===== src/source/dino_pkg.sv =====
package dino_pkg;

    typedef enum logic [1:0] {
        st_idle = 2'd0,
        st_run  = 2'd1,
        st_over = 2'd2,
        st_win  = 2'd3
    } game_state_t;

    localparam logic [8:0] SCREEN_W     = 9'd320;  // cactus spawn column
    localparam logic [8:0] DINO_X       = 9'd40;   // left edge of the dinosaur box
    localparam logic [8:0] DINO_W       = 9'd20;
    localparam logic [8:0] CACTUS_W     = 9'd20;
    localparam logic [8:0] CACTUS_SPEED = 9'd4;    // pixels per frame
    localparam logic [8:0] GAP_STEP     = 9'd32;   // extra spawn distance per gap code

    localparam logic [4:0] JUMP_V  = 5'd12;  // takeoff velocity
    localparam logic [4:0] GRAVITY = 5'd1;   // velocity lost per frame

    localparam logic [15:0] RNG_SEED = 16'hace1;
    localparam logic [15:0] RNG_TAPS = 16'hb400;  // galois feedback mask

    // four cactus sizes, chosen by the random type code
    function automatic logic [7:0] cactus_height(input logic [1:0] kind);
        logic [7:0] h;
        case (kind)
            2'd0:    h = 8'd16;
            2'd1:    h = 8'd24;
            2'd2:    h = 8'd32;
            default: h = 8'd40;
        endcase
        return h;
    endfunction

endpackage


===== src/source/frame_rng.sv =====
`timescale 1ns/1ps

// free-running galois lfsr, the single source of randomness for the cactus
module frame_rng (
    input  logic        clk,
    input  logic        rst,
    output logic [15:0] rnd
);

    logic [15:0] rnd_shift;

    assign rnd_shift = {1'b0, rnd[15:1]};  // shift right, bit 0 falls out

    always_ff @(posedge clk, negedge rst) begin
        if (!rst) begin
            rnd <= dino_pkg::RNG_SEED;
        end else if (rnd[0]) begin
            rnd <= rnd_shift ^ dino_pkg::RNG_TAPS;  // feedback when a one leaves
        end else begin
            rnd <= rnd_shift;
        end
    end

endmodule


===== src/source/dino_jump.sv =====
`timescale 1ns/1ps

module dino_jump (
    input  logic                  clk,
    input  logic                  rst,
    input  dino_pkg::game_state_t state,
    input  logic                  start,
    input  logic                  frame_tick,
    input  logic                  jump_req,
    output logic [7:0]            dino_y
);

    logic signed [5:0] vel;     // positive means rising
    logic signed [5:0] vel_eff;
    logic signed [9:0] h_next;
    logic              on_ground;

    assign on_ground = (dino_y == 8'd0);

    // a held button on the ground launches the dinosaur on this frame
    assign vel_eff = (on_ground && jump_req) ? $signed({1'b0, dino_pkg::JUMP_V}) : vel;
    assign h_next  = $signed({2'b00, dino_y}) + $signed({{4{vel_eff[5]}}, vel_eff});

    always_ff @(posedge clk, negedge rst) begin
        if (!rst) begin
            dino_y <= 8'd0;
            vel    <= 6'sd0;
        end else if (start) begin
            dino_y <= 8'd0;  // every game begins standing on the floor
            vel    <= 6'sd0;
        end else if (frame_tick && state == dino_pkg::st_run) begin
            if (h_next <= 10'sd0) begin
                dino_y <= 8'd0;  // landing clamps to the floor
                vel    <= 6'sd0;
            end else begin
                dino_y <= h_next[7:0];
                vel    <= vel_eff - $signed({1'b0, dino_pkg::GRAVITY});
            end
        end
    end

endmodule


===== src/source/cactus_move.sv =====
`timescale 1ns/1ps

module cactus_move (
    input  logic                  clk,
    input  logic                  rst,
    input  dino_pkg::game_state_t state,
    input  logic                  start,
    input  logic                  frame_tick,
    input  logic [15:0]           rnd,
    output logic [8:0]            cactus_x,
    output logic [7:0]            cactus_h,
    output logic                  pass
);

    logic [1:0] gap_code;
    logic [1:0] type_code;
    logic [8:0] spawn_x;
    logic       off_left;

    assign gap_code  = rnd[1:0];
    assign type_code = rnd[3:2];

    // respawn column, somewhere between SCREEN_W and SCREEN_W + 3 * GAP_STEP
    assign spawn_x  = dino_pkg::SCREEN_W + ({7'd0, gap_code} * dino_pkg::GAP_STEP);
    assign off_left = (cactus_x < dino_pkg::CACTUS_SPEED);

    always_ff @(posedge clk, negedge rst) begin
        if (!rst) begin
            cactus_x <= dino_pkg::SCREEN_W;
            cactus_h <= dino_pkg::cactus_height(2'd0);
            pass     <= 1'b0;
        end else begin
            pass <= 1'b0;  // one-cycle pulse by default
            if (start) begin
                cactus_x <= dino_pkg::SCREEN_W;
                cactus_h <= dino_pkg::cactus_height(type_code);
            end else if (frame_tick && state == dino_pkg::st_run) begin
                if (off_left) begin
                    cactus_x <= spawn_x;  // the old cactus made it past, bring a new one
                    cactus_h <= dino_pkg::cactus_height(type_code);
                    pass     <= 1'b1;
                end else begin
                    cactus_x <= cactus_x - dino_pkg::CACTUS_SPEED;
                end
            end
        end
    end

endmodule


===== src/source/collision_detector.sv =====
`timescale 1ns/1ps

module collision_detector (
    input  logic                  clk,
    input  logic                  rst,
    input  dino_pkg::game_state_t state,
    input  logic [7:0]            dino_y,
    input  logic [8:0]            cactus_x,
    input  logic [7:0]            cactus_h,
    output logic                  collides
);

    logic overlap;
    logic running;
    logic run_q;
    logic hit_q;

    assign running = (state == dino_pkg::st_run);

    assign overlap = (cactus_x < dino_pkg::DINO_X + dino_pkg::DINO_W)
                  && (cactus_x + dino_pkg::CACTUS_W > dino_pkg::DINO_X)
                  && (dino_y < cactus_h);

    // The first run cycle still shows the frozen boxes of the last game, so
    // the test only counts once the state has been st_run for a full cycle
    always_ff @(posedge clk, negedge rst) begin
        if (!rst) begin
            run_q <= 1'b0;
            hit_q <= 1'b0;
        end else begin
            run_q <= running;
            hit_q <= running && run_q && overlap;
        end
    end

    assign collides = hit_q && running;  // drops as soon as the game leaves st_run

endmodule


===== src/source/game_fsm.sv =====
`timescale 1ns/1ps

module game_fsm #(
    parameter int FRAME_DIV = 833333
) (
    input  logic                  clk,
    input  logic                  rst,
    input  logic                  button,
    input  logic                  collides,
    input  logic                  win,
    output dino_pkg::game_state_t state,
    output logic                  start,
    output logic                  frame_tick,
    output logic                  jump_req
);

    localparam int CNT_W = $clog2(FRAME_DIV);

    logic                  sync0;
    logic                  sync1;
    logic                  btn_dly;
    logic                  press;
    logic [CNT_W-1:0]      frame_cnt;
    dino_pkg::game_state_t state_next;

    always_ff @(posedge clk, negedge rst) begin
        if (!rst) begin
            sync0   <= 1'b0;
            sync1   <= 1'b0;
            btn_dly <= 1'b0;
            press   <= 1'b0;
        end else begin
            sync0   <= button;  // two flops against metastability
            sync1   <= sync0;
            btn_dly <= sync1;
            press   <= sync1 & ~btn_dly;  // registered rising edge
        end
    end

    assign jump_req = sync1;

    always_ff @(posedge clk, negedge rst) begin
        if (!rst) begin
            frame_cnt  <= '0;
            frame_tick <= 1'b0;
        end else begin
            frame_tick <= (frame_cnt == CNT_W'(FRAME_DIV - 1));
            frame_cnt  <= (frame_cnt == CNT_W'(FRAME_DIV - 1)) ? '0 : frame_cnt + 1'b1;
        end
    end

    always_comb begin
        state_next = state;
        case (state)
            dino_pkg::st_idle: if (press) state_next = dino_pkg::st_run;
            dino_pkg::st_run: begin
                if (collides) state_next = dino_pkg::st_over;
                else if (win && !start) state_next = dino_pkg::st_win;  // old score clears on start
            end
            dino_pkg::st_over, dino_pkg::st_win: if (press) state_next = dino_pkg::st_idle;
            default: state_next = dino_pkg::st_idle;
        endcase
    end

    always_ff @(posedge clk, negedge rst) begin
        if (!rst) begin
            state <= dino_pkg::st_idle;
            start <= 1'b0;
        end else begin
            state <= state_next;
            start <= (state == dino_pkg::st_idle) && (state_next == dino_pkg::st_run);
        end
    end

endmodule


===== src/source/score_counter.sv =====
`timescale 1ns/1ps

module score_counter #(
    parameter int WIN_SCORE = 99
) (
    input  logic       clk,
    input  logic       rst,
    input  logic       start,
    input  logic       pass,
    output logic [3:0] score_ones,
    output logic [3:0] score_tens,
    output logic       win
);

    localparam logic [3:0] WIN_ONES = 4'(WIN_SCORE % 10);
    localparam logic [3:0] WIN_TENS = 4'(WIN_SCORE / 10);

    always_ff @(posedge clk, negedge rst) begin
        if (!rst) begin
            score_ones <= 4'd0;
            score_tens <= 4'd0;
        end else if (start) begin
            score_ones <= 4'd0;
            score_tens <= 4'd0;
        end else if (pass) begin
            if (score_ones == 4'd9) begin
                score_ones <= 4'd0;  // decimal carry into the tens digit
                score_tens <= (score_tens == 4'd9) ? 4'd0 : score_tens + 4'd1;
            end else begin
                score_ones <= score_ones + 4'd1;
            end
        end
    end

    assign win = (score_ones == WIN_ONES) && (score_tens == WIN_TENS);

endmodule


===== src/source/dino_game_core.sv =====
`timescale 1ns/1ps

module dino_game_core #(
    parameter int FRAME_DIV = 833333,
    parameter int WIN_SCORE = 99
) (
    input  logic                  clk,
    input  logic                  rst,
    input  logic                  button,
    output dino_pkg::game_state_t state,
    output logic [7:0]            dino_y,
    output logic [8:0]            cactus_x,
    output logic [7:0]            cactus_h,
    output logic                  collides,
    output logic [3:0]            score_ones,
    output logic [3:0]            score_tens
);

    logic        start;
    logic        frame_tick;
    logic        jump_req;
    logic        win;
    logic        pass;
    logic [15:0] rnd;

    game_fsm #(.FRAME_DIV(FRAME_DIV)) u_fsm (
        .clk(clk), .rst(rst), .button(button), .collides(collides), .win(win),
        .state(state), .start(start), .frame_tick(frame_tick), .jump_req(jump_req)
    );

    frame_rng u_rng (.clk(clk), .rst(rst), .rnd(rnd));

    dino_jump u_jump (
        .clk(clk), .rst(rst), .state(state), .start(start), .frame_tick(frame_tick),
        .jump_req(jump_req), .dino_y(dino_y)
    );

    cactus_move u_cactus (
        .clk(clk), .rst(rst), .state(state), .start(start), .frame_tick(frame_tick),
        .rnd(rnd), .cactus_x(cactus_x), .cactus_h(cactus_h), .pass(pass)
    );

    collision_detector u_collide (
        .clk(clk), .rst(rst), .state(state), .dino_y(dino_y), .cactus_x(cactus_x),
        .cactus_h(cactus_h), .collides(collides)
    );

    score_counter #(.WIN_SCORE(WIN_SCORE)) u_score (
        .clk(clk), .rst(rst), .start(start), .pass(pass),
        .score_ones(score_ones), .score_tens(score_tens), .win(win)
    );

endmodule


===== config.mk =====
export PLATFORM = sky130hd
export DESIGN_NAME = dino_game_core
export DESIGN_NICKNAME = d
export VERILOG_FILES = /design/src/source/dino_pkg.sv /design/src/source/frame_rng.sv /design/src/source/dino_jump.sv /design/src/source/cactus_move.sv /design/src/source/collision_detector.sv /design/src/source/game_fsm.sv /design/src/source/score_counter.sv /design/src/source/dino_game_core.sv
export SDC_FILE = /design/constraint.sdc
export NUM_CORES = 1
export LEC_CHECK = 0
export BUFFER_PORTS_ARGS = -buffer_cell sky130_fd_sc_hd__buf_2
export CAP_MARGIN = 5
export CORE_UTILIZATION = 53
export DETAILED_ROUTE_END_ITERATION = 12
export GPL_ROUTABILITY_DRIVEN = 0
export PLACE_DENSITY = 0.83
export SYNTH_ARGS = -nofsm -noshare
export SYNTH_HDL_FRONTEND = slang
export SYNTH_SLANG_ARGS = --single-unit

===== constraint.sdc =====
create_clock -name clk -period 3.35 [get_ports clk]
set_clock_uncertainty 0.15 [all_clocks]
set_input_delay 0.1675 -clock clk [delete_from_list [all_inputs] [get_ports clk]]
set_output_delay 0.1675 -clock clk [all_outputs]
set_load 0.01 [all_outputs]

==> impl_metrics.prom, run 1 <==
# TYPE chip_impl_metric gauge
chip_impl_metric{name="number_of_buffers_created_by_cts",unit=""} 9
chip_impl_metric{name="grt_pass1_vias",unit=""} 3056
chip_impl_info{name="tritoncts",value="built"} 1
chip_impl_metric{name="setup-tns-final",unit="ns"} -3.84
chip_impl_metric{name="cts_buffer_depth",unit=""} 2
chip_impl_metric{name="dp_hpwl",unit="µm"} 5820
chip_impl_metric{name="ant_nets",unit=""} 0
chip_impl_info{name="final_cell_mix",value="dfrtp_1 (67), nor2_1 (38), buf_4 (35)"} 1
chip_impl_metric{name="drive_above_1_share",unit="%"} 29.4
chip_impl_info{name="final_common_cell",value="dfrtp_1"} 1
chip_impl_metric{name="synth_cell_types",unit=""} 57
chip_impl_metric{name="syn-cell-area",unit="mm²"} 0.00396
chip_impl_metric{name="cp.required",unit="ns"} 3.45
chip_impl_metric{name="cp_max_fo",unit=""} 8
chip_impl_metric{name="fmax",unit="GHz"} 0.265
chip_impl_info{name="timing.critical_path.from",value="u_jump.dino_y[4]$_DFFE_PN0P_"} 1
chip_impl_metric{name="final_hold_viol_count",unit=""} 0
chip_impl_metric{name="placementRows",unit=""} 31
chip_impl_metric{name="chipHeight",unit="µm"} 88.4
chip_impl_metric{name="antenna_found_initial",unit=""} 0
chip_impl_metric{name="ctsHtreeMaxLevel",unit=""} 3
chip_impl_metric{name="synth.yosys.seq_area_share",unit="%"} 50.3
chip_impl_metric{name="setup_violations",unit=""} 14
chip_impl_info{name="run_status",value="finished with violations"} 1
chip_impl_metric{name="fillers",unit=""} 525
chip_impl_metric{name="cts.sinks",unit=""} 79
chip_impl_metric{name="pwr_density_cell",unit="mW/mm²"} 433
chip_impl_info{name="worst_path_dominant_cell_family",value="simple AND/OR/NAND/NOR gates"} 1
chip_impl_info{name="worst_setup_path_start_kind",value="flip-flop"} 1
chip_impl_metric{name="cap_viol_max_count",unit=""} 0
chip_impl_info{name="failing_checks",value="negative setup slack"} 1
chip_impl_metric{name="power",unit="mW"} 2.13
chip_impl_metric{name="synth-async-reset-ratio",unit="%"} 100
chip_impl_metric{name="core-area",unit="mm²"} 0.00725
chip_impl_metric{name="wp_data_arrival",unit="ns"} 3.88
chip_impl_metric{name="drt_pass1_iterations",unit=""} 5
chip_impl_metric{name="areaGrowthSynthToFinish",unit="%"} 24.6
chip_impl_metric{name="report.final.slew_viol_count",unit=""} 0
chip_impl_info{name="crit_type",value="flip-flop to flip-flop"} 1
chip_impl_info{name="crit_path_cell_trace",value="or4b_4 -> or3_4 -> and2_4 -> ha_4 -> inv_2 -> fa_2 -> xnor2_2 -> or3b_4 -> nor4_4 -> nand4_1 -> o21ai_4 -> nor3b_1 -> o22a_1"} 1
chip_impl_metric{name="maximum_number_of_pins_on_one_net_before_global_route_repair",unit=""} 80
chip_impl_metric{name="clk_latency",unit="ns"} 0.36
chip_impl_info{name="synth.largest_area_cell",value="dfrtp_1"} 1
chip_impl_metric{name="synth-seq-cells",unit=""} 79
chip_impl_metric{name="timing.critical_path.slowest_cell_delay",unit="ns"} 0.55
chip_impl_info{name="buffer_type_at_the_clock_tree_root",value="clkbuf_8"} 1
chip_impl_metric{name="fin_nets",unit=""} 483
chip_impl_metric{name="finalCritPeriodShare",unit="%"} 113
chip_impl_metric{name="via_count",unit=""} 3138
chip_impl_info{name="worstSetupEndpointType",value="flip-flop"} 1
chip_impl_info{name="reg2reg_from",value="u_jump.dino_y[4]$_DFFE_PN0P_"} 1
chip_impl_metric{name="n_antenna_cell",unit=""} 0
chip_impl_metric{name="gr-total-overflow",unit=""} 0
chip_impl_metric{name="all_layer_gr_usage",unit="%"} 24.0
chip_impl_info{name="min_from",value="u_rng.rnd[4]$_DFF_PN0_"} 1
chip_impl_metric{name="worst_slew_margin_rel",unit="%"} 36.2
chip_impl_metric{name="drt-wirelength-per-cell",unit="µm"} 15.7
chip_impl_metric{name="place_worst_setup_slack",unit="ns"} -0.352
chip_impl_metric{name="netlist_instances",unit=""} 386
chip_impl_metric{name="timing.critical_path.buf_inv",unit=""} 1
chip_impl_info{name="main_area_contributors_after_synthesis",value="dfrtp_1 (43%), dfstp_2 (7.3%), ha_1 (5.7%)"} 1
chip_impl_metric{name="vias_per_inst",unit=""} 5.55
chip_impl_metric{name="drt-initial-drc-count",unit=""} 191
chip_impl_info{name="min_path_type",value="flip-flop to flip-flop"} 1
chip_impl_metric{name="routed_wirelength",unit="µm"} 8860
chip_impl_metric{name="post_synth.cell_area_avg",unit="µm²"} 10.3
chip_impl_info{name="dominantRegCellSynth",value="dfrtp_1"} 1
chip_impl_metric{name="ys.warnings.count",unit=""} 0
chip_impl_metric{name="top_level_ports",unit=""} 39
chip_impl_metric{name="buffer_ports.inserted",unit=""} 31
chip_impl_metric{name="post-route-drc-count",unit=""} 0
chip_impl_metric{name="vdd.ir_drop.worst",unit="V"} 0.000588
chip_impl_info{name="grt_setup_unrepaired",value="yes"} 1
chip_impl_metric{name="netlist.area_leader.share",unit="%"} 43.0
chip_impl_metric{name="post-route-min-period",unit="ns"} 3.77
chip_impl_metric{name="grt_first_pass_wirelength",unit="µm"} 14100
chip_impl_metric{name="fin_worst_hold_slack",unit="ns"} 0.210
chip_impl_info{name="slowest_stage",value="or4b_4"} 1
chip_impl_metric{name="static-leakage-power",unit="nW"} 2.38
chip_impl_metric{name="clk_pin_slew",unit="ns"} 0.09
chip_impl_metric{name="postLayoutSetupSlackWorst",unit="ns"} -0.425
chip_impl_metric{name="floorplan.initialDensity",unit="%"} 54.6
chip_impl_metric{name="max_slew.worst_pin.slew",unit="ns"} 0.956
chip_impl_metric{name="die_width",unit="µm"} 88.4
chip_impl_metric{name="die_area",unit="mm²"} 0.00782
chip_impl_metric{name="synth-edff-count",unit=""} 0
-- area by class of cell --
type	instances	area [µm²]	area share [%]
Clock buffer	9	124	2.51
Clock inverter	7	126	2.56
Sequential cell	79	1990	40.4
Multi-Input combinational cell	277	2000	40.5
Timing Repair Buffer	71	478	9.69
Tap cell	99	124	2.51
Inverter	23	88.8	1.80
-- synth_stat cells, drive strengths merged, types with 4 or more instances --
cell type,count
xnor2,14
nor2b,5
dfrtp,68
clkbuf,4
xor2,14
nand3,14
a211oi,5
ha,18
and2,6
nor4,4
nand4,4
a31oi,4
inv,23
a22o,4
mux2,4
dfstp,11
nor2,38
buf,9
nor3,16
nand2,28
and3,6
o21ai,19
a21oi,17
nand2b,7
-- registers in the layout (all words and copies together), names as in the netlist, 2 cells and up --
register            cells
u_rng.rnd              16
u_score.score_ones      4
u_jump.dino_y           8
u_fsm.frame_cnt        20
u_cactus.cactus_x       7
u_cactus.cactus_h       3
u_fsm.state             2
u_jump.vel              6
u_score.score_tens      4
-- cell families (layout without fill, tap and decap cells) --
| logic type | Yosys count | count (layout) | share of synthesized area [%] |
|---|---|---|---|
| AND/OR/NAND/NOR | 145 | 145 | 18.7 |
| flip-flops | 79 | 79 | 50.3 |
| AO/OA/AOI/OAI | 72 | 72 | 12.7 |
| buffers and inverters | 36 | 110 | 4.14 |
| XOR/XNOR | 28 | 28 | 6.20 |
| adder cells (fa/ha/maj) | 19 | 19 | 6.20 |
| multiplexers | 6 | 6 | 1.64 |
| other | 1 | 7 | 0.0948 |
-- metal layers --
layer	routed length, µm	track usage, %	part of all wire, %
met1	3750	29.1	42
met2	4570	40.8	52
met3	366	5.69	4.1
met4	175	10.4	2.0
met5	0	0	0
-- worst reg2reg max path, cell delays in order (launching register included) --
cell     delay, ns
dfrtp_1       0.39
or4b_4        0.55
or3_4         0.41
and2_4        0.17
ha_4          0.16
inv_2         0.06
fa_2          0.24
xnor2_2       0.09
or3b_4        0.39
nor4_4        0.30
nand4_1       0.20
o21ai_4       0.30
nor3b_1       0.09
o22a_1        0.20
-- final timing paths --
check	end	cells after the start	slack (ns)
setup reg to reg	u_jump.vel[4]$_DFFE_PN0P_	13	-0.42
min in group asynchronous	u_score.score_ones[0]$_DFFE_PN0P_	2	0.35
max in group asynchronous	u_jump.dino_y[5]$_DFFE_PN0P_	2	2.02
hold reg to reg	u_rng.rnd[3]$_DFF_PN0_	0	0.21
hold / removal	u_rng.rnd[3]$_DFF_PN0_	0	0.21
setup / recovery	u_jump.vel[4]$_DFFE_PN0P_	13	-0.42
-- where the power goes --
part	internal, mW	switching (mW)	leakage, nW	total [mW]
clock network	0.505	0.371	0.122	0.876
logic	0.0946	0.122	1.23	0.217
registers	0.994	0.0467	1.03	1.04
-- metrics by stage --
step | cell area [µm²] | std cells | util (%)
final | 4930 | 565 | 68.0
after global routing | 4930 | 565 | 68.0
after CTS | 4860 | 562 | 67.0
after detailed placement | 4470 | 541 | 61.7
after global placement | 4470 | 541 | 61.7
after floorplan | 4020 | 392 | -
-- repair_timing --
| action | 4_1_cts | 5_1_grt |
|---|---|---|
| hold buffers | 2 | 0 |
| setup buffers | 3 | 3 |
| setup endpoints to repair | 14 | 14 |
| gates resized for setup | 18 | 10 |
| pin swaps | 11 | 13 |
| endpoints found under the hold margin | 69 | 0 |
No activity file was read; power rests on OpenSTA's default activity.
==> run 2: changes to the inputs <==
--- a/config.mk
+++ b/config.mk
@@ -8,6 +8,7 @@
 export BUFFER_PORTS_ARGS = -buffer_cell sky130_fd_sc_hd__buf_2
 export CAP_MARGIN = 5
 export CORE_UTILIZATION = 53
+export CTS_BUF_LIST = sky130_fd_sc_hd__clkbuf_16
 export DETAILED_ROUTE_END_ITERATION = 12
 export GPL_ROUTABILITY_DRIVEN = 0
 export PLACE_DENSITY = 0.83
==> constraint.sdc (replaced) <==
create_clock -name clk -period 3.15 [get_ports clk]
set_clock_uncertainty 0.15 [all_clocks]
set_input_delay 0.1575 -clock clk [delete_from_list [all_inputs] [get_ports clk]]
set_output_delay 0.1575 -clock clk [all_outputs]
set_load 0.01 [all_outputs]
==> run 2 against run 1 <==
The run still ends with negative setup slack left. Die area unchanged. Fmax grew 1.6%. Sequential power increased by 7%. Worst hold slack worse by 0.0047 ns. Design area increased by 0.81%. Critical path type unchanged. Critical endpoint unchanged. Largest power group unchanged.
==> impl_metrics.prom, run 2 (same netlist as run 1, synthesis figures left out) <==
# TYPE chip_impl_metric gauge
chip_impl_info{name="run_status",value="finished with violations"} 1
chip_impl_info{name="failing_checks",value="negative setup slack"} 1
chip_impl_metric{name="number_of_buffers_created_by_cts",unit=""} 9
chip_impl_info{name="reg_top3",value="u_fsm.frame_cnt x20, u_rng.rnd x16, u_jump.dino_y x8"} 1
chip_impl_metric{name="final_hold_viol_count",unit=""} 0
chip_impl_metric{name="vdd.ir_drop.worst",unit="V"} 0.000331
chip_impl_info{name="min_path_type",value="flip-flop to flip-flop"} 1
chip_impl_metric{name="drt-initial-drc-count",unit=""} 186
chip_impl_metric{name="antenna_found_initial",unit=""} 0
chip_impl_metric{name="timing.critical_path.slowest_cell_delay",unit="ns"} 0.54
chip_impl_metric{name="fillers",unit=""} 526
chip_impl_metric{name="dp_hpwl",unit="µm"} 5990
chip_impl_metric{name="post-route-min-period",unit="ns"} 3.72
chip_impl_metric{name="grt_first_pass_wirelength",unit="µm"} 14200
chip_impl_metric{name="finalCritPeriodShare",unit="%"} 118
chip_impl_metric{name="via_count",unit=""} 3175
chip_impl_metric{name="fin_worst_hold_slack",unit="ns"} 0.205
chip_impl_metric{name="post-route-drc-count",unit=""} 0
chip_impl_metric{name="drt-wirelength-per-cell",unit="µm"} 16.2
chip_impl_metric{name="power",unit="mW"} 2.40
chip_impl_metric{name="top_level_ports",unit=""} 39
chip_impl_metric{name="core-area",unit="mm²"} 0.00725
chip_impl_metric{name="gr-total-overflow",unit=""} 0
chip_impl_info{name="grt_setup_unrepaired",value="yes"} 1
chip_impl_metric{name="cap_viol_max_count",unit=""} 0
chip_impl_info{name="worst_path_dominant_cell_family",value="simple AND/OR/NAND/NOR gates"} 1
chip_impl_metric{name="clk_latency",unit="ns"} 0.34
chip_impl_metric{name="max_slew.worst_pin.slew",unit="ns"} 0.964
chip_impl_metric{name="clk_pin_slew",unit="ns"} 0.06
chip_impl_metric{name="fmax",unit="GHz"} 0.269
chip_impl_metric{name="maximum_number_of_pins_on_one_net_before_global_route_repair",unit=""} 80
chip_impl_metric{name="chipHeight",unit="µm"} 88.4
chip_impl_metric{name="areaGrowthSynthToFinish",unit="%"} 25.6
chip_impl_metric{name="die_width",unit="µm"} 88.4
chip_impl_info{name="final_cell_mix",value="dfrtp_1 (67), nor2_1 (38), buf_4 (38)"} 1
chip_impl_metric{name="static-leakage-power",unit="nW"} 2.42
chip_impl_info{name="buffer_type_at_the_clock_tree_root",value="clkbuf_16"} 1
chip_impl_metric{name="cts_buffer_depth",unit=""} 2
chip_impl_metric{name="report.final.slew_viol_count",unit=""} 0
chip_impl_info{name="worst_setup_path_start_kind",value="flip-flop"} 1
chip_impl_metric{name="pwr_density_cell",unit="mW/mm²"} 484
chip_impl_info{name="worstSetupEndpointType",value="flip-flop"} 1
chip_impl_metric{name="routed_wirelength",unit="µm"} 9150
chip_impl_metric{name="drive_above_1_share",unit="%"} 28.7
chip_impl_metric{name="setup_violations",unit=""} 14
chip_impl_metric{name="largest_register_ff_count",unit=""} 20
chip_impl_metric{name="drt_pass1_iterations",unit=""} 4
chip_impl_info{name="tritoncts",value="built"} 1
chip_impl_metric{name="cp_max_fo",unit=""} 8
chip_impl_metric{name="worst_slew_margin_rel",unit="%"} 35.7
chip_impl_metric{name="vias_per_inst",unit=""} 5.61
chip_impl_metric{name="n_antenna_cell",unit=""} 0
chip_impl_metric{name="buffer_ports.inserted",unit=""} 31
chip_impl_metric{name="cts.sinks",unit=""} 79
chip_impl_metric{name="grt_pass1_vias",unit=""} 3109
chip_impl_metric{name="placementRows",unit=""} 31
chip_impl_metric{name="place_worst_setup_slack",unit="ns"} -0.554
chip_impl_metric{name="timing.critical_path.buf_inv",unit=""} 1
chip_impl_metric{name="all_layer_gr_usage",unit="%"} 24.2
chip_impl_metric{name="fin_nets",unit=""} 484
chip_impl_metric{name="die_area",unit="mm²"} 0.00782
chip_impl_info{name="crit_type",value="flip-flop to flip-flop"} 1
chip_impl_metric{name="ctsHtreeMaxLevel",unit=""} 3
chip_impl_info{name="slowest_stage",value="or4b_4"} 1
chip_impl_info{name="regMostFlops",value="u_fsm.frame_cnt"} 1
chip_impl_metric{name="wp_data_arrival",unit="ns"} 3.79
chip_impl_info{name="crit_path_cell_trace",value="or4b_4 -> or3_4 -> and2_4 -> ha_4 -> inv_2 -> fa_2 -> nand2b_4 -> a21o_1 -> a211oi_2 -> nor4_2 -> nand4_1 -> o21ai_4 -> nor3_1 -> o22a_1"} 1
chip_impl_metric{name="postLayoutSetupSlackWorst",unit="ns"} -0.565
chip_impl_metric{name="floorplan.initialDensity",unit="%"} 54.6
chip_impl_metric{name="cp.required",unit="ns"} 3.23
chip_impl_info{name="final_common_cell",value="dfrtp_1"} 1
chip_impl_metric{name="ant_nets",unit=""} 0
run 2: power by group:
group | internal (mW) | leakage (nW) | total [mW] | switching [mW]
Clock | 0.625 | 0.148 | 1.06 | 0.439
Sequential | 1.06 | 1.03 | 1.11 | 0.0494
Combinational | 0.0974 | 1.24 | 0.233 | 0.136
run 2: worst register-to-register path: cells and delay by family (launching register included):
kind | cells | cell delay (ns)
AND/OR/NAND/NOR | 7 | 1.83
AO/OA/AOI/OAI | 4 | 0.76
flip-flops | 1 | 0.40
adder cells (fa/ha/maj) | 2 | 0.40
buffers and inverters | 1 | 0.06
run 2: path summary, 6_finish.rpt:
check | cells after the start | slack (ns) | from | endpoint
worst max-delay path | 14 | -0.57 | u_jump.dino_y[5]$_DFFE_PN0P_ | u_jump.vel[4]$_DFFE_PN0P_
worst min-delay path | 0 | 0.21 | u_rng.rnd[8]$_DFF_PN0_ | u_rng.rnd[7]$_DFF_PN1_
worst max register to register | 14 | -0.57 | u_jump.dino_y[5]$_DFFE_PN0P_ | u_jump.vel[4]$_DFFE_PN0P_
worst min register to register | 0 | 0.21 | u_rng.rnd[8]$_DFF_PN0_ | u_rng.rnd[7]$_DFF_PN1_
max in group asynchronous | 2 | 1.81 | rst | u_jump.dino_y[5]$_DFFE_PN0P_
min in group asynchronous | 2 | 0.35 | rst | u_score.score_tens[2]$_DFFE_PN0P_
run 2: timing repair:
action	CTS	global route
endpoints found under the hold margin	69	0
endpoints found under the setup margin	14	14
gates cloned	0	0
hold buffers	2	0
resized for setup	13	10
buffers inserted	0	3
pin swaps	7	5
run 2: cell type report:
type | instances | area (µm²) | share of cell area (%)
multi-input cells | 277 | 1990 | 40.0
well taps | 99 | 124 | 2.49
clock buffers | 9 | 225 | 4.53
flip-flops and latches | 79 | 1990 | 40.1
clock inverters | 7 | 80.1 | 1.61
repair buffers | 72 | 478 | 9.61
inverters | 23 | 86.3 | 1.74
run 2: metal layers:
metal  up-vias  routed length, µm  track usage, %
met4         0                192            11.3
li1       1487                  -               -
met3        16                341            4.38
met1      1601               3750            29.3
met5         -                  0               0
met2        71               4860            42.2
run 2: metrics by stage:
stage,util [%],cells,setup TNS [ns],area [µm²]
floorplan,-,392,-3.73,4020
global placement,62.1,545,-4.55,4500
detailed placement,62.1,545,-5.86,4500
CTS,67.5,563,-4.88,4890
global route,68.6,566,-6.63,4970
finish,68.6,566,-5.32,4970
==> run 3: changes to the inputs <==
--- a/config.mk
+++ b/config.mk
@@ -7,6 +7,7 @@
 export LEC_CHECK = 0
 export BUFFER_PORTS_ARGS = -buffer_cell sky130_fd_sc_hd__buf_2
 export CAP_MARGIN = 5
+export CORE_MARGIN = 4
 export CORE_UTILIZATION = 53
 export CTS_BUF_LIST = sky130_fd_sc_hd__clkbuf_16
 export DETAILED_ROUTE_END_ITERATION = 12
==> run 3 against run 2 <==
The run still ends with negative setup slack left. Largest cell class is now multi-input gates. Global-route usage is 2.3 points lower. Die area is 14% higher. Worst hold slack worse by 0.0042 ns. Critical path depth is 1 lower. Design area is 1.2% higher. Fmax is 3.4% lower. Clock-buffer cell count stayed put. Highest routed layer unchanged. Final cell count is 0.88% higher. Clock power hardly changed.
==> impl_metrics.prom, run 3 (same netlist as run 1, synthesis figures left out) <==
# TYPE chip_impl_metric gauge
chip_impl_info{name="run_status",value="finished with violations"} 1
chip_impl_info{name="failing_checks",value="negative setup slack"} 1
chip_impl_metric{name="grt_first_pass_wirelength",unit="µm"} 15000
chip_impl_metric{name="floorplan.initialDensity",unit="%"} 54.6
chip_impl_metric{name="postLayoutSetupSlackWorst",unit="ns"} -0.698
chip_impl_metric{name="max_slew.worst_pin.slew",unit="ns"} 0.941
chip_impl_info{name="min_path_type",value="flip-flop to flip-flop"} 1
chip_impl_metric{name="drt-initial-drc-count",unit=""} 231
chip_impl_metric{name="stdcell_count",unit=""} 571
chip_impl_metric{name="cts.sinks",unit=""} 79
chip_impl_metric{name="post-route-drc-count",unit=""} 0
chip_impl_metric{name="worst_slew_margin_rel",unit="%"} 37.2
chip_impl_metric{name="pwr_density_cell",unit="mW/mm²"} 475
chip_impl_metric{name="static-leakage-power",unit="nW"} 2.43
chip_impl_info{name="tritoncts",value="built"} 1
chip_impl_metric{name="n_antenna_cell",unit=""} 0
chip_impl_metric{name="post-route-min-period",unit="ns"} 3.85
chip_impl_metric{name="ant_nets",unit=""} 0
chip_impl_metric{name="fin_worst_hold_slack",unit="ns"} 0.201
chip_impl_metric{name="ctsHtreeMaxLevel",unit=""} 3
chip_impl_metric{name="drive_above_1_share",unit="%"} 29.9
chip_impl_metric{name="power",unit="mW"} 2.39
chip_impl_metric{name="top_level_ports",unit=""} 39
chip_impl_metric{name="buffer_ports.inserted",unit=""} 31
chip_impl_metric{name="antenna_found_initial",unit=""} 0
chip_impl_metric{name="wp_data_arrival",unit="ns"} 3.92
chip_impl_info{name="regMostFlops",value="u_fsm.frame_cnt"} 1
chip_impl_metric{name="cp_max_fo",unit=""} 8
chip_impl_metric{name="drt_pass1_iterations",unit=""} 4
chip_impl_metric{name="number_of_buffers_created_by_cts",unit=""} 9
chip_impl_info{name="crit_type",value="flip-flop to flip-flop"} 1
chip_impl_info{name="worst_setup_path_start_kind",value="flip-flop"} 1
chip_impl_info{name="reg_top3",value="u_fsm.frame_cnt x20, u_rng.rnd x16, u_jump.dino_y x8"} 1
chip_impl_metric{name="fmax",unit="GHz"} 0.260
chip_impl_metric{name="chipHeight",unit="µm"} 94.4
chip_impl_info{name="final_cell_mix",value="dfrtp_1 (67), buf_4 (41), nor2_1 (38)"} 1
chip_impl_metric{name="largest_register_ff_count",unit=""} 20
chip_impl_info{name="final_common_cell",value="dfrtp_1"} 1
chip_impl_metric{name="placementRows",unit=""} 31
chip_impl_metric{name="cts_buffer_depth",unit=""} 2
chip_impl_metric{name="gr-total-overflow",unit=""} 0
chip_impl_metric{name="final_hold_viol_count",unit=""} 0
chip_impl_metric{name="fillers",unit=""} 527
chip_impl_metric{name="report.final.slew_viol_count",unit=""} 0
chip_impl_metric{name="place_worst_setup_slack",unit="ns"} -0.595
chip_impl_metric{name="cap_viol_max_count",unit=""} 0
chip_impl_metric{name="core-area",unit="mm²"} 0.00725
chip_impl_metric{name="finalCritPeriodShare",unit="%"} 122
chip_impl_metric{name="setup_violations",unit=""} 14
chip_impl_metric{name="die_width",unit="µm"} 94.4
chip_impl_metric{name="maximum_number_of_pins_on_one_net_before_global_route_repair",unit=""} 80
chip_impl_metric{name="dpl.cell_count",unit=""} 544
chip_impl_info{name="grt_setup_unrepaired",value="yes"} 1
chip_impl_metric{name="vdd.ir_drop.worst",unit="V"} 0.000440
chip_impl_metric{name="areaGrowthSynthToFinish",unit="%"} 27.1
chip_impl_metric{name="all_layer_gr_usage",unit="%"} 22.0
chip_impl_info{name="worstSetupEndpointType",value="flip-flop"} 1
chip_impl_metric{name="setup-tns-final",unit="ns"} -7.23
chip_impl_metric{name="dp_hpwl",unit="µm"} 6160
chip_impl_metric{name="fin_nets",unit=""} 489
chip_impl_info{name="buffer_type_at_the_clock_tree_root",value="clkbuf_16"} 1
chip_impl_metric{name="drt-wirelength-per-cell",unit="µm"} 16.5
chip_impl_metric{name="grt_pass1_vias",unit=""} 3122
chip_impl_metric{name="via_count",unit=""} 3162
chip_impl_metric{name="vias_per_inst",unit=""} 5.54
chip_impl_metric{name="die_area",unit="mm²"} 0.00891
chip_impl_metric{name="routed_wirelength",unit="µm"} 9440
chip_impl_metric{name="cp.required",unit="ns"} 3.23
chip_impl_metric{name="clk_latency",unit="ns"} 0.34
chip_impl_metric{name="clk_pin_slew",unit="ns"} 0.06
run 3: cell count changes in the layout (fill, tap and decap cells not counted), sizes merged:
| cell | delta |
|---|---|
| buf | +5 |
| clkinv | +1 |
| inv | -1 |
run 3: power by group:
| part | switching, mW | leakage, nW | internal, mW |
|---|---|---|---|
| combinational | 0.132 | 1.26 | 0.0989 |
| sequential | 0.0480 | 1.03 | 1.06 |
| clock | 0.429 | 0.148 | 0.623 |
| total | 0.609 | 2.43 | 1.78 |
run 3: metrics by stage:
stage               utilization [%]  area [µm²]
floorplan                         -        4020
global placement               62.0        4490
detailed placement             62.0        4490
CTS                            68.2        4940
global route                   69.3        5030
finish                         69.3        5030
run 3: per-layer routing:
layer | up-vias | track usage [%] | share of wire [%]
met4 | 0 | 9.75 | 3.0
li1 | 1501 | - | -
met3 | 30 | 4.94 | 4.6
met2 | 90 | 37.2 | 52
met5 | - | 0 | 0
met1 | 1541 | 26.9 | 41
run 3: path summary, 6_finish.rpt:
path	from	endpoint	slack, ns	depth (start not counted)
worst max-delay path	u_jump.dino_y[5]$_DFFE_PN0P_	u_jump.vel[4]$_DFFE_PN0P_	-0.70	13
worst min-delay path	u_rng.rnd[4]$_DFF_PN0_	u_rng.rnd[3]$_DFF_PN0_	0.20	0
worst max register to register	u_jump.dino_y[5]$_DFFE_PN0P_	u_jump.vel[4]$_DFFE_PN0P_	-0.70	13
worst min register to register	u_rng.rnd[4]$_DFF_PN0_	u_rng.rnd[3]$_DFF_PN0_	0.20	0
max in group asynchronous	rst	u_jump.dino_y[5]$_DFFE_PN0P_	1.83	2
min in group asynchronous	rst	u_score.score_ones[1]$_DFFE_PN0P_	0.35	2
run 3: final cells by class:
class | instances | area (µm²) | share of cell area, %
clock buffer | 9 | 225 | 4.48
clock inverter | 7 | 80.1 | 1.59
inverter | 23 | 88.8 | 1.77
multi-input combinational | 277 | 2000 | 39.7
sequential | 79 | 1990 | 39.6
tap | 99 | 124 | 2.46
timing repair buffer | 77 | 523 | 10.4
run 3: repair_timing:
action / in CTS / in global routing
buffers inserted: 6 / 4
hold endpoints to repair: 69 / 0
cloned: 0 / 0
setup endpoints to repair: 14 / 14
pin swaps: 9 / 10
resized for setup: 16 / 15
hold buffers: 2 / 0
run 3: worst max-delay path, stage by stage (launching register included):
cell and delay [ns]:
dfrtp_2 0.40, or4b_4 0.54, or3_4 0.42, and2_4 0.17
ha_4 0.16, inv_2 0.06, fa_2 0.23, xnor2_2 0.07
or3b_4 0.39, nor4_4 0.31, nand4_1 0.20, o21ai_4 0.33
nor3_1 0.08, o22a_1 0.22
